==> config.mk <==
export PLATFORM = sky130hd
export DESIGN_NAME = reg_table
export DESIGN_NICKNAME = d
export VERILOG_FILES = /design/src/common/reg_table_pkg.sv /design/src/design/reg_table.sv /design/src/design/operand_lookup.sv /design/src/design/table_store/table_store.sv /design/src/design/table_store/entry_match.sv
export SDC_FILE = /design/constraint.sdc
export NUM_CORES = 1
export LEC_CHECK = 0
export BUFFER_PORTS_ARGS = -buffer_cell sky130_fd_sc_hd__buf_2
export CORE_UTILIZATION = 30
export CTS_BUF_LIST = sky130_fd_sc_hd__clkbuf_8
export CTS_CLUSTER_SIZE = 24
export DETAILED_ROUTE_END_ITERATION = 8
export PLACE_DENSITY = 0.46
export SLEW_MARGIN = 0
export SYNTH_ARGS = -nofsm -noshare
export SYNTH_HDL_FRONTEND = slang
export SYNTH_SLANG_ARGS = --single-unit
==> constraint.sdc <==
create_clock -name clk_i -period 2.33 [get_ports clk_i]
set_input_delay 0.233 -clock clk_i [delete_from_list [all_inputs] [get_ports clk_i]]
set_output_delay 0.233 -clock clk_i [all_outputs]
set_load 0.02 [all_outputs]
==> src/common/reg_table_pkg.sv <==
/*
 * Shared defaults and width helper for the register scoreboard.
 * Modules reach these by scoped name; the top level passes values down.
 */

package reg_table_pkg;

    // ####################################################################
    // Default sizing
    // ####################################################################

    // One table entry per tag, so entries and tags share this count
    localparam int unsigned DEFAULT_NUM_TAGS = 4;

    // Subwarps sharing one table
    localparam int unsigned DEFAULT_WARP_WIDTH = 2;

    // Bits in an architectural register index
    localparam int unsigned DEFAULT_REG_IDX_WIDTH = 2;

    // Source operands looked up each cycle
    localparam int unsigned DEFAULT_OPERANDS_PER_INST = 2;

    // ####################################################################
    // Width helper
    // ####################################################################

    // Bits needed to index count items
    // Never below one bit, so a count of 1 still yields a usable field
    function automatic int unsigned idx_width(input int unsigned count);
        int unsigned width;
        if (count > 1) begin
            width = $clog2(count);
        end else begin
            width = 1;
        end
        return width;
    endfunction

endpackage
==> src/design/reg_table.sv <==
/*
 * Register scoreboard top level: maps pending destinations to producer tags.
 * Sets sizing and wires the store, the matchers and the operand lookup.
 */

`timescale 1ns/10ps

module reg_table #(
    parameter int unsigned NumTags         = reg_table_pkg::DEFAULT_NUM_TAGS,
    parameter int unsigned WarpWidth       = reg_table_pkg::DEFAULT_WARP_WIDTH,
    parameter int unsigned RegIdxWidth     = reg_table_pkg::DEFAULT_REG_IDX_WIDTH,
    parameter int unsigned OperandsPerInst = reg_table_pkg::DEFAULT_OPERANDS_PER_INST
) (
    input  logic                                                              clk_i,
    input  logic                                                              rst_n_i,

    // Decoder side
    input  logic                                                              insert_i,
    input  logic [reg_table_pkg::idx_width(NumTags)-1:0]                      tag_i,
    input  logic [reg_table_pkg::idx_width(WarpWidth)-1:0]                    subwarp_id_i,
    input  logic [RegIdxWidth-1:0]                                            dst_reg_i,
    input  logic [OperandsPerInst-1:0][RegIdxWidth-1:0]                       operands_reg_i,
    output logic                                                              space_available_o,

    // Fetcher side sees when no writes are pending
    output logic                                                              all_dst_written_o,

    // Wait buffer side
    output logic [OperandsPerInst-1:0]                                        operands_ready_o,
    output logic [OperandsPerInst-1:0][reg_table_pkg::idx_width(NumTags)-1:0] operands_tag_o,

    // Execution unit retire
    input  logic                                                              eu_valid_i,
    input  logic [reg_table_pkg::idx_width(NumTags)-1:0]                      eu_tag_i
);

    localparam int unsigned IdxWidth = reg_table_pkg::idx_width(NumTags);
    localparam int unsigned TagWidth = reg_table_pkg::idx_width(NumTags);
    localparam int unsigned SwWidth  = reg_table_pkg::idx_width(WarpWidth);

    // Entry arrays
    logic [NumTags-1:0]                  tbl_valid;
    logic [NumTags-1:0][RegIdxWidth-1:0] tbl_dst;
    logic [NumTags-1:0][SwWidth-1:0]     tbl_subwarp;
    logic [NumTags-1:0][TagWidth-1:0]    tbl_producer;

    // Insert destination match
    logic                reuse_found;
    logic [IdxWidth-1:0] reuse_index;

    // Operand matches
    logic [OperandsPerInst-1:0]               op_found;
    logic [OperandsPerInst-1:0][IdxWidth-1:0] op_index;

    table_store #(
        .NumTags     (NumTags),
        .RegIdxWidth (RegIdxWidth),
        .WarpWidth   (WarpWidth)
    ) u_store (
        .clk_i             (clk_i),
        .rst_n_i           (rst_n_i),
        .insert_i          (insert_i),
        .tag_i             (tag_i),
        .subwarp_id_i      (subwarp_id_i),
        .dst_reg_i         (dst_reg_i),
        .reuse_found_i     (reuse_found),
        .reuse_index_i     (reuse_index),
        .eu_valid_i        (eu_valid_i),
        .eu_tag_i          (eu_tag_i),
        .valid_o           (tbl_valid),
        .dst_o             (tbl_dst),
        .subwarp_o         (tbl_subwarp),
        .producer_o        (tbl_producer),
        .space_available_o (space_available_o),
        .all_dst_written_o (all_dst_written_o)
    );

    // Is the insert destination already pending
    entry_match #(
        .NumTags     (NumTags),
        .RegIdxWidth (RegIdxWidth),
        .WarpWidth   (WarpWidth)
    ) u_insert_match (
        .valid_i       (tbl_valid),
        .dst_i         (tbl_dst),
        .subwarp_i     (tbl_subwarp),
        .key_reg_i     (dst_reg_i),
        .key_subwarp_i (subwarp_id_i),
        .found_o       (reuse_found),
        .index_o       (reuse_index)
    );

    // One search per source operand under the insert subwarp
    for (genvar op = 0; op < OperandsPerInst; op++) begin : gen_op_match
        entry_match #(
            .NumTags     (NumTags),
            .RegIdxWidth (RegIdxWidth),
            .WarpWidth   (WarpWidth)
        ) u_op_match (
            .valid_i       (tbl_valid),
            .dst_i         (tbl_dst),
            .subwarp_i     (tbl_subwarp),
            .key_reg_i     (operands_reg_i[op]),
            .key_subwarp_i (subwarp_id_i),
            .found_o       (op_found[op]),
            .index_o       (op_index[op])
        );
    end

    operand_lookup #(
        .NumTags         (NumTags),
        .OperandsPerInst (OperandsPerInst)
    ) u_lookup (
        .producer_i       (tbl_producer),
        .found_i          (op_found),
        .index_i          (op_index),
        .eu_valid_i       (eu_valid_i),
        .eu_tag_i         (eu_tag_i),
        .operands_ready_o (operands_ready_o),
        .operands_tag_o   (operands_tag_o)
    );

endmodule

==> src/design/operand_lookup.sv <==
/*
 * Operand readiness and producer tag from the per-operand match results.
 * Purely combinational; a tag retiring this cycle counts as ready.
 */

`timescale 1ns/10ps

module operand_lookup #(
    parameter int unsigned NumTags         = 4,
    parameter int unsigned OperandsPerInst = 2
) (
    // Producer array from the store
    input  logic [NumTags-1:0][reg_table_pkg::idx_width(NumTags)-1:0]         producer_i,

    // Matcher results, one per operand
    input  logic [OperandsPerInst-1:0]                                        found_i,
    input  logic [OperandsPerInst-1:0][reg_table_pkg::idx_width(NumTags)-1:0] index_i,

    // Retire bypass
    input  logic                                                              eu_valid_i,
    input  logic [reg_table_pkg::idx_width(NumTags)-1:0]                      eu_tag_i,

    // Toward the wait buffer
    output logic [OperandsPerInst-1:0]                                        operands_ready_o,
    output logic [OperandsPerInst-1:0][reg_table_pkg::idx_width(NumTags)-1:0] operands_tag_o
);

    localparam int unsigned TagWidth = reg_table_pkg::idx_width(NumTags);

    // ####################################################################
    // Tag select and bypass
    // ####################################################################

    // Producer tag of the matched entry, per operand
    logic [OperandsPerInst-1:0][TagWidth-1:0] matched_tag;

    always_comb begin
        for (int op = 0; op < OperandsPerInst; op++) begin
            matched_tag[op] = producer_i[index_i[op]];
        end
    end

    always_comb begin
        for (int op = 0; op < OperandsPerInst; op++) begin
            if (found_i[op]) begin
                // Still pending unless its producer retires right now
                operands_tag_o[op]   = matched_tag[op];
                operands_ready_o[op] = eu_valid_i && (eu_tag_i == matched_tag[op]);
            end else begin
                // Nothing pending so the value is already in the register file
                operands_tag_o[op]   = '0;
                operands_ready_o[op] = 1'b1;
            end
        end
    end

endmodule

==> src/design/table_store/table_store.sv <==
/*
 * Registered scoreboard entries with insert, reuse and retire-clear.
 * Next state is sampled at each edge; occupancy levels come from registered state.
 */

`timescale 1ns/10ps

module table_store #(
    parameter int unsigned NumTags     = 4,
    parameter int unsigned RegIdxWidth = 2,
    parameter int unsigned WarpWidth   = 2
) (
    input  logic                                                       clk_i,
    input  logic                                                       rst_n_i,

    // Insert from the decoder
    input  logic                                                       insert_i,
    input  logic [reg_table_pkg::idx_width(NumTags)-1:0]               tag_i,
    input  logic [reg_table_pkg::idx_width(WarpWidth)-1:0]             subwarp_id_i,
    input  logic [RegIdxWidth-1:0]                                     dst_reg_i,

    // Existing-entry match for the insert destination
    input  logic                                                       reuse_found_i,
    input  logic [reg_table_pkg::idx_width(NumTags)-1:0]               reuse_index_i,

    // Retire from the execution unit
    input  logic                                                       eu_valid_i,
    input  logic [reg_table_pkg::idx_width(NumTags)-1:0]               eu_tag_i,

    // Entry arrays
    output logic [NumTags-1:0]                                         valid_o,
    output logic [NumTags-1:0][RegIdxWidth-1:0]                        dst_o,
    output logic [NumTags-1:0][reg_table_pkg::idx_width(WarpWidth)-1:0] subwarp_o,
    output logic [NumTags-1:0][reg_table_pkg::idx_width(NumTags)-1:0]  producer_o,

    // Occupancy levels
    output logic                                                       space_available_o,
    output logic                                                       all_dst_written_o
);

    localparam int unsigned IdxWidth = reg_table_pkg::idx_width(NumTags);
    localparam int unsigned TagWidth = reg_table_pkg::idx_width(NumTags);
    localparam int unsigned SwWidth  = reg_table_pkg::idx_width(WarpWidth);

    // ####################################################################
    // State
    // ####################################################################

    logic [NumTags-1:0]                  valid_q, valid_d;
    logic [NumTags-1:0][RegIdxWidth-1:0] dst_q, dst_d;
    logic [NumTags-1:0][SwWidth-1:0]     subwarp_q, subwarp_d;
    logic [NumTags-1:0][TagWidth-1:0]    producer_q, producer_d;

    // Accepted insert and the first free slot
    logic                insert_en;
    logic [IdxWidth-1:0] free_idx;

    // Full table blocks inserts; empty table means nothing pending
    assign space_available_o = ~&valid_q;
    assign all_dst_written_o = ~|valid_q;

    assign insert_en = insert_i && space_available_o;

    // Lowest invalid entry from registered state
    always_comb begin
        free_idx = '0;
        for (int e = NumTags - 1; e >= 0; e--) begin
            if (!valid_q[e]) begin
                free_idx = e[IdxWidth-1:0];
            end
        end
    end

    // ####################################################################
    // Next state
    // ####################################################################

    always_comb begin
        valid_d    = valid_q;
        dst_d      = dst_q;
        subwarp_d  = subwarp_q;
        producer_d = producer_q;

        // Retire first and drop every entry produced by this tag
        if (eu_valid_i) begin
            for (int e = 0; e < NumTags; e++) begin
                if (valid_q[e] && (producer_q[e] == eu_tag_i)) begin
                    valid_d[e] = 1'b0;
                end
            end
        end

        if (insert_en) begin
            if (reuse_found_i) begin
                // Pending dst keeps its entry alive even if just retired
                valid_d[reuse_index_i]    = 1'b1;
                producer_d[reuse_index_i] = tag_i;
            end else begin
                // Fresh entry
                valid_d[free_idx]    = 1'b1;
                dst_d[free_idx]      = dst_reg_i;
                subwarp_d[free_idx]  = subwarp_id_i;
                producer_d[free_idx] = tag_i;
            end
        end
    end

    // Valid bits
    always_ff @(posedge clk_i or negedge rst_n_i) begin
        if (!rst_n_i) begin
            valid_q <= '0;
        end else begin
            valid_q <= valid_d;
        end
    end

    // Entry payload
    always_ff @(posedge clk_i) begin
        dst_q      <= dst_d;
        subwarp_q  <= subwarp_d;
        producer_q <= producer_d;
    end

    assign valid_o    = valid_q;
    assign dst_o      = dst_q;
    assign subwarp_o  = subwarp_q;
    assign producer_o = producer_q;

    // ####################################################################
    // Checks
    // ####################################################################

    for (genvar i = 0; i < NumTags; i++) begin : gen_pair_chk
        for (genvar j = i + 1; j < NumTags; j++) begin : gen_pair_chk_inner
            // Reuse path must prevent duplicate destinations
            a_unique_dst: assert property (@(posedge clk_i) disable iff (!rst_n_i)
                !(valid_q[i] && valid_q[j])
                || (dst_q[i] != dst_q[j]) || (subwarp_q[i] != subwarp_q[j]))
                else $error("entries %0d and %0d hold the same destination", i, j);

            // Tags stay unique as long as the decoder obeys its rule
            a_unique_tag: assert property (@(posedge clk_i) disable iff (!rst_n_i)
                !(valid_q[i] && valid_q[j]) || (producer_q[i] != producer_q[j]))
                else $error("entries %0d and %0d hold the same tag", i, j);
        end
    end

    // Retired tag leaves the table unless re-inserted in the same cycle
    for (genvar e = 0; e < NumTags; e++) begin : gen_retire_chk
        a_retire_clears: assert property (@(posedge clk_i) disable iff (!rst_n_i)
            (eu_valid_i && !(insert_en && (tag_i == eu_tag_i)))
            |=> !(valid_q[e] && (producer_q[e] == $past(eu_tag_i))))
            else $error("entry %0d still holds retired tag", e);
    end

endmodule

==> src/design/table_store/entry_match.sv <==
/*
 * Priority search over the scoreboard entries for a destination and subwarp.
 * Returns the lowest valid entry that matches; used for reuse and operand lookup.
 */

`timescale 1ns/10ps

module entry_match #(
    parameter int unsigned NumTags     = 4,
    parameter int unsigned RegIdxWidth = 2,
    parameter int unsigned WarpWidth   = 2
) (
    // Entry arrays from the store
    input  logic [NumTags-1:0]                                             valid_i,
    input  logic [NumTags-1:0][RegIdxWidth-1:0]                            dst_i,
    input  logic [NumTags-1:0][reg_table_pkg::idx_width(WarpWidth)-1:0]    subwarp_i,

    // Search key
    input  logic [RegIdxWidth-1:0]                                         key_reg_i,
    input  logic [reg_table_pkg::idx_width(WarpWidth)-1:0]                 key_subwarp_i,

    // Result
    output logic                                                           found_o,
    output logic [reg_table_pkg::idx_width(NumTags)-1:0]                   index_o
);

    localparam int unsigned IdxWidth = reg_table_pkg::idx_width(NumTags);

    // Per-entry hit vector
    logic [NumTags-1:0] hit;

    always_comb begin
        for (int e = 0; e < NumTags; e++) begin
            hit[e] = valid_i[e] && (dst_i[e] == key_reg_i)
                && (subwarp_i[e] == key_subwarp_i);
        end
    end

    // Scan downward so the lowest hit is written last and wins
    always_comb begin
        found_o = 1'b0;
        index_o = '0;
        for (int e = NumTags - 1; e >= 0; e--) begin
            if (hit[e]) begin
                found_o = 1'b1;
                index_o = e[IdxWidth-1:0];
            end
        end
    end

endmodule

==> impl_results.md <==
* Initial antenna violation count at 0
* CTS Root Cell: clkbuf_8
* Sink Count at 24
* FFs w/ async S/R, synth at 16.7%
* Kind of critical path: register to primary output
* Maximum root-to-sink buffer count at 2
* Routed WL at 4750 um
* CTS tree: yes
* Non-filler cells, final at 299
* CTS Buf Count at 3
* Library cells used by synthesis at 32
* P per Cell Area at 908 mW/mm^2
* Fin nets at 243
* Fin util at 42.3%
* Element type at the critical path end: primary output
* Area growth syn-to-layout at 36.2%
* Top_reg_cell synth: edfxtp_1
* Chip Width at 77.5 um
* Fin Hold WS at 0.299 ns
* Routed vias at 1541
* Fin. max-slew vios at 0
* Synth Register Bits at 24
* Minimum clock period at 2.67 ns
* Sequential fraction of the synthesis area at 40.9%
* Final hold violation count at 0
* Worst path required time at 2.10 ns
* Post-synth EDFFs at 20
* Crit share post-route at 115%
* Top-count cell post-synth: xnor2_1
* Initial Utilization at 31.1%
* Clk_lat worst skew at 0.26 ns
* Failing checks: negative setup slack
* Mapped Cells at 173
* Static Leakage at 0.879 nW
* CP max stage delay at 0.60 ns
* Vias in the first global route at 1539
* # DRC at 0
* Cell Area, Synth at 0.00171 mm^2
* Detailed Routing Iterations Pass 1 at 4
* Fmax at 0.375 GHz
* Min-delay worst type: primary input to asynchronous set/reset pin
* Detail Placement HPWL at 3710 um
* Antenna diodes at 0
* Pin count of the biggest net entering global routing at 14
* Final Wtd Congestion at 0.855
* CP Max Fanout at 4
* Mapped Nets at 188
* Place WS at -0.116 ns
* Final total power at 2.12 mW
* Final worst setup slack at -0.339 ns
* Core Region at 0.00551 mm^2
* Row cnt at 27
* Worst-Margin Slew at 0.586 ns
* Filler cells at 564
* Peak VDD IR at 0.368 mV
* H-tree depth at 1
* GRT overflow at 0
* Die H at 77.5 um
* YS warnings at 0
* Placed cells at 289
* CP Cell Sequence: xor2_1 > or4b_4 > a311oi_4 > o22ai_2 > xnor2_1 > a32o_2 > buf_2
* Die ar. at 0.00601 mm^2
* PortBufs at 22
* Share of layout cells above drive strength 1 at 37.9%
* Slew headroom at 60.6%
* Post-synth top area share at 35.1%
* CP Launch Type: register
* Clock skew at 0.00367 ns
* Final Setup Violations at 4
* CP max-delay cell: or4b_4
* Leading area contributor after synthesis: edfxtp_1
* DR WL/cell at 15.9 um
* RSZ-0062 raised after global routing: true
* Max Cap Violations at 0
* Vias per cell at 5.15
* Syn avg cell area at 9.89 um^2
* Most instantiated cells after synthesis: 28 x xnor2_1, 20 x edfxtp_1, 13 x nor2_1
* Total GRT Usage at 16.2%
* Clk slew on worst S/H paths at 0.08 ns
* Routed Antenna Nets at 0
* Worst EP arrival at 2.44 ns
* IO Count at 23
* Synth area leaders: edfxtp_1 35%, xnor2_1 14%, xor2_1 6.1%, dfrtp_1 5.8%, nor4_1 3.7%
* Initial DRC count at 64
* Status: finished with violations
* First-pass GRT wire length at 7590 um
-- repair_timing --
| item | in CTS | in global routing |
|---|---|---|
| hold endpoints to repair | 4 | 0 |
| setup endpoints to repair | 9 | 23 |
| setup buffers | 4 | 2 |
| resized for setup | 12 | 18 |
| cloned | 0 | 0 |
| hold buffers | 1 | 0 |
| pin swaps | 7 | 2 |
-- layer usage --
| metal | wire length (um) | up-vias | GRT usage [%] |
|---|---|---|---|
| li1 | - | 761 | - |
| met4 | 44 | 0 | 3.96 |
| met3 | 122 | 4 | 2.24 |
| met5 | 0 | - | 0 |
| met1 | 2150 | 741 | 19.9 |
| met2 | 2430 | 35 | 29.5 |
-- metrics by stage --
stage | instance area [um^2] | TNS (ns)
finish | 2330 | -0.854
global route | 2330 | -1.35
CTS | 2220 | -0.762
detailed placement | 2090 | -0.369
global placement | 2090 | -0.172
floorplan | 1710 | 0
-- worst paths after layout --
check	startpoint	to	slack, ns	depth (start not counted)
worst max-delay path	u_store.subwarp_o[2]	operands_ready_o[1]	-0.34	7
worst min-delay path	rst_n_i	u_store.valid_o[0]	0.30	2
worst max register to register	u_store.dst_o[4]	u_store.subwarp_o[2]	0.10	8
worst min register to register	u_store.producer_o[5]	u_store.valid_o[2]	0.69	3
max in group asynchronous	rst_n_i	u_store.valid_o[3]	1.91	2
min in group clk_i	dst_reg_i[0]	u_store.dst_o[0]	0.30	1
-- logic make-up after synthesis --
family                    count (synthesis)  synth area share [%]
xor gates and xnor gates                 40                  20.5
DFF                                      24                  40.9
buffers and inverters                    10                  2.63
AOI/OAI and AO/OA                        31                  13.2
and+or+nand+nor                          68                  22.8
-- state kept, by name (all words and copies together) (netlist names) --
signal,flops
u_store.dst_o,8
u_store.producer_o,8
u_store.subwarp_o,4
u_store.valid_o,4
-- area by class of cell --
type	instances	area [um^2]	area share, %
Multi-Input combinational cell	139	1100	47.2
Sequential cell	24	701	30.1
Timing Repair Buffer	56	380	16.3
Tap cell	72	90.1	3.86
Clock buffer	3	41.3	1.77
Inverter	4	15.0	0.644
Clock inverter	1	3.75	0.161
-- cell usage in the layout, fill, tap and decap left out, drive strengths merged, types with 4 or more instances in the layout --
cell type / count
a311oi: 4
buf: 55
dfrtp: 4
edfxtp: 20
inv: 5
nand2: 12
nand3: 6
nand4: 5
nor2: 13
nor3: 4
nor4: 10
nor4b: 5
o21ai: 8
o22ai: 6
or4b: 4
xnor2: 28
xor2: 12
-- worst max-delay path, delay by kind of cell, from the launching register on --
kind | cells | cell delay, ns
simple gates | 1 | 0.60
flops | 1 | 0.38
compound gates | 3 | 0.72
xor+xnor | 2 | 0.33
buf+inv | 1 | 0.15
-- power by group --
group / internal (mW) / switching [mW]
clock: 0.117 / 0.122
combinational: 0.531 / 0.593
sequential: 0.598 / 0.155
total: 1.25 / 0.869
Note: power is estimated with default switching activity, not from simulation.
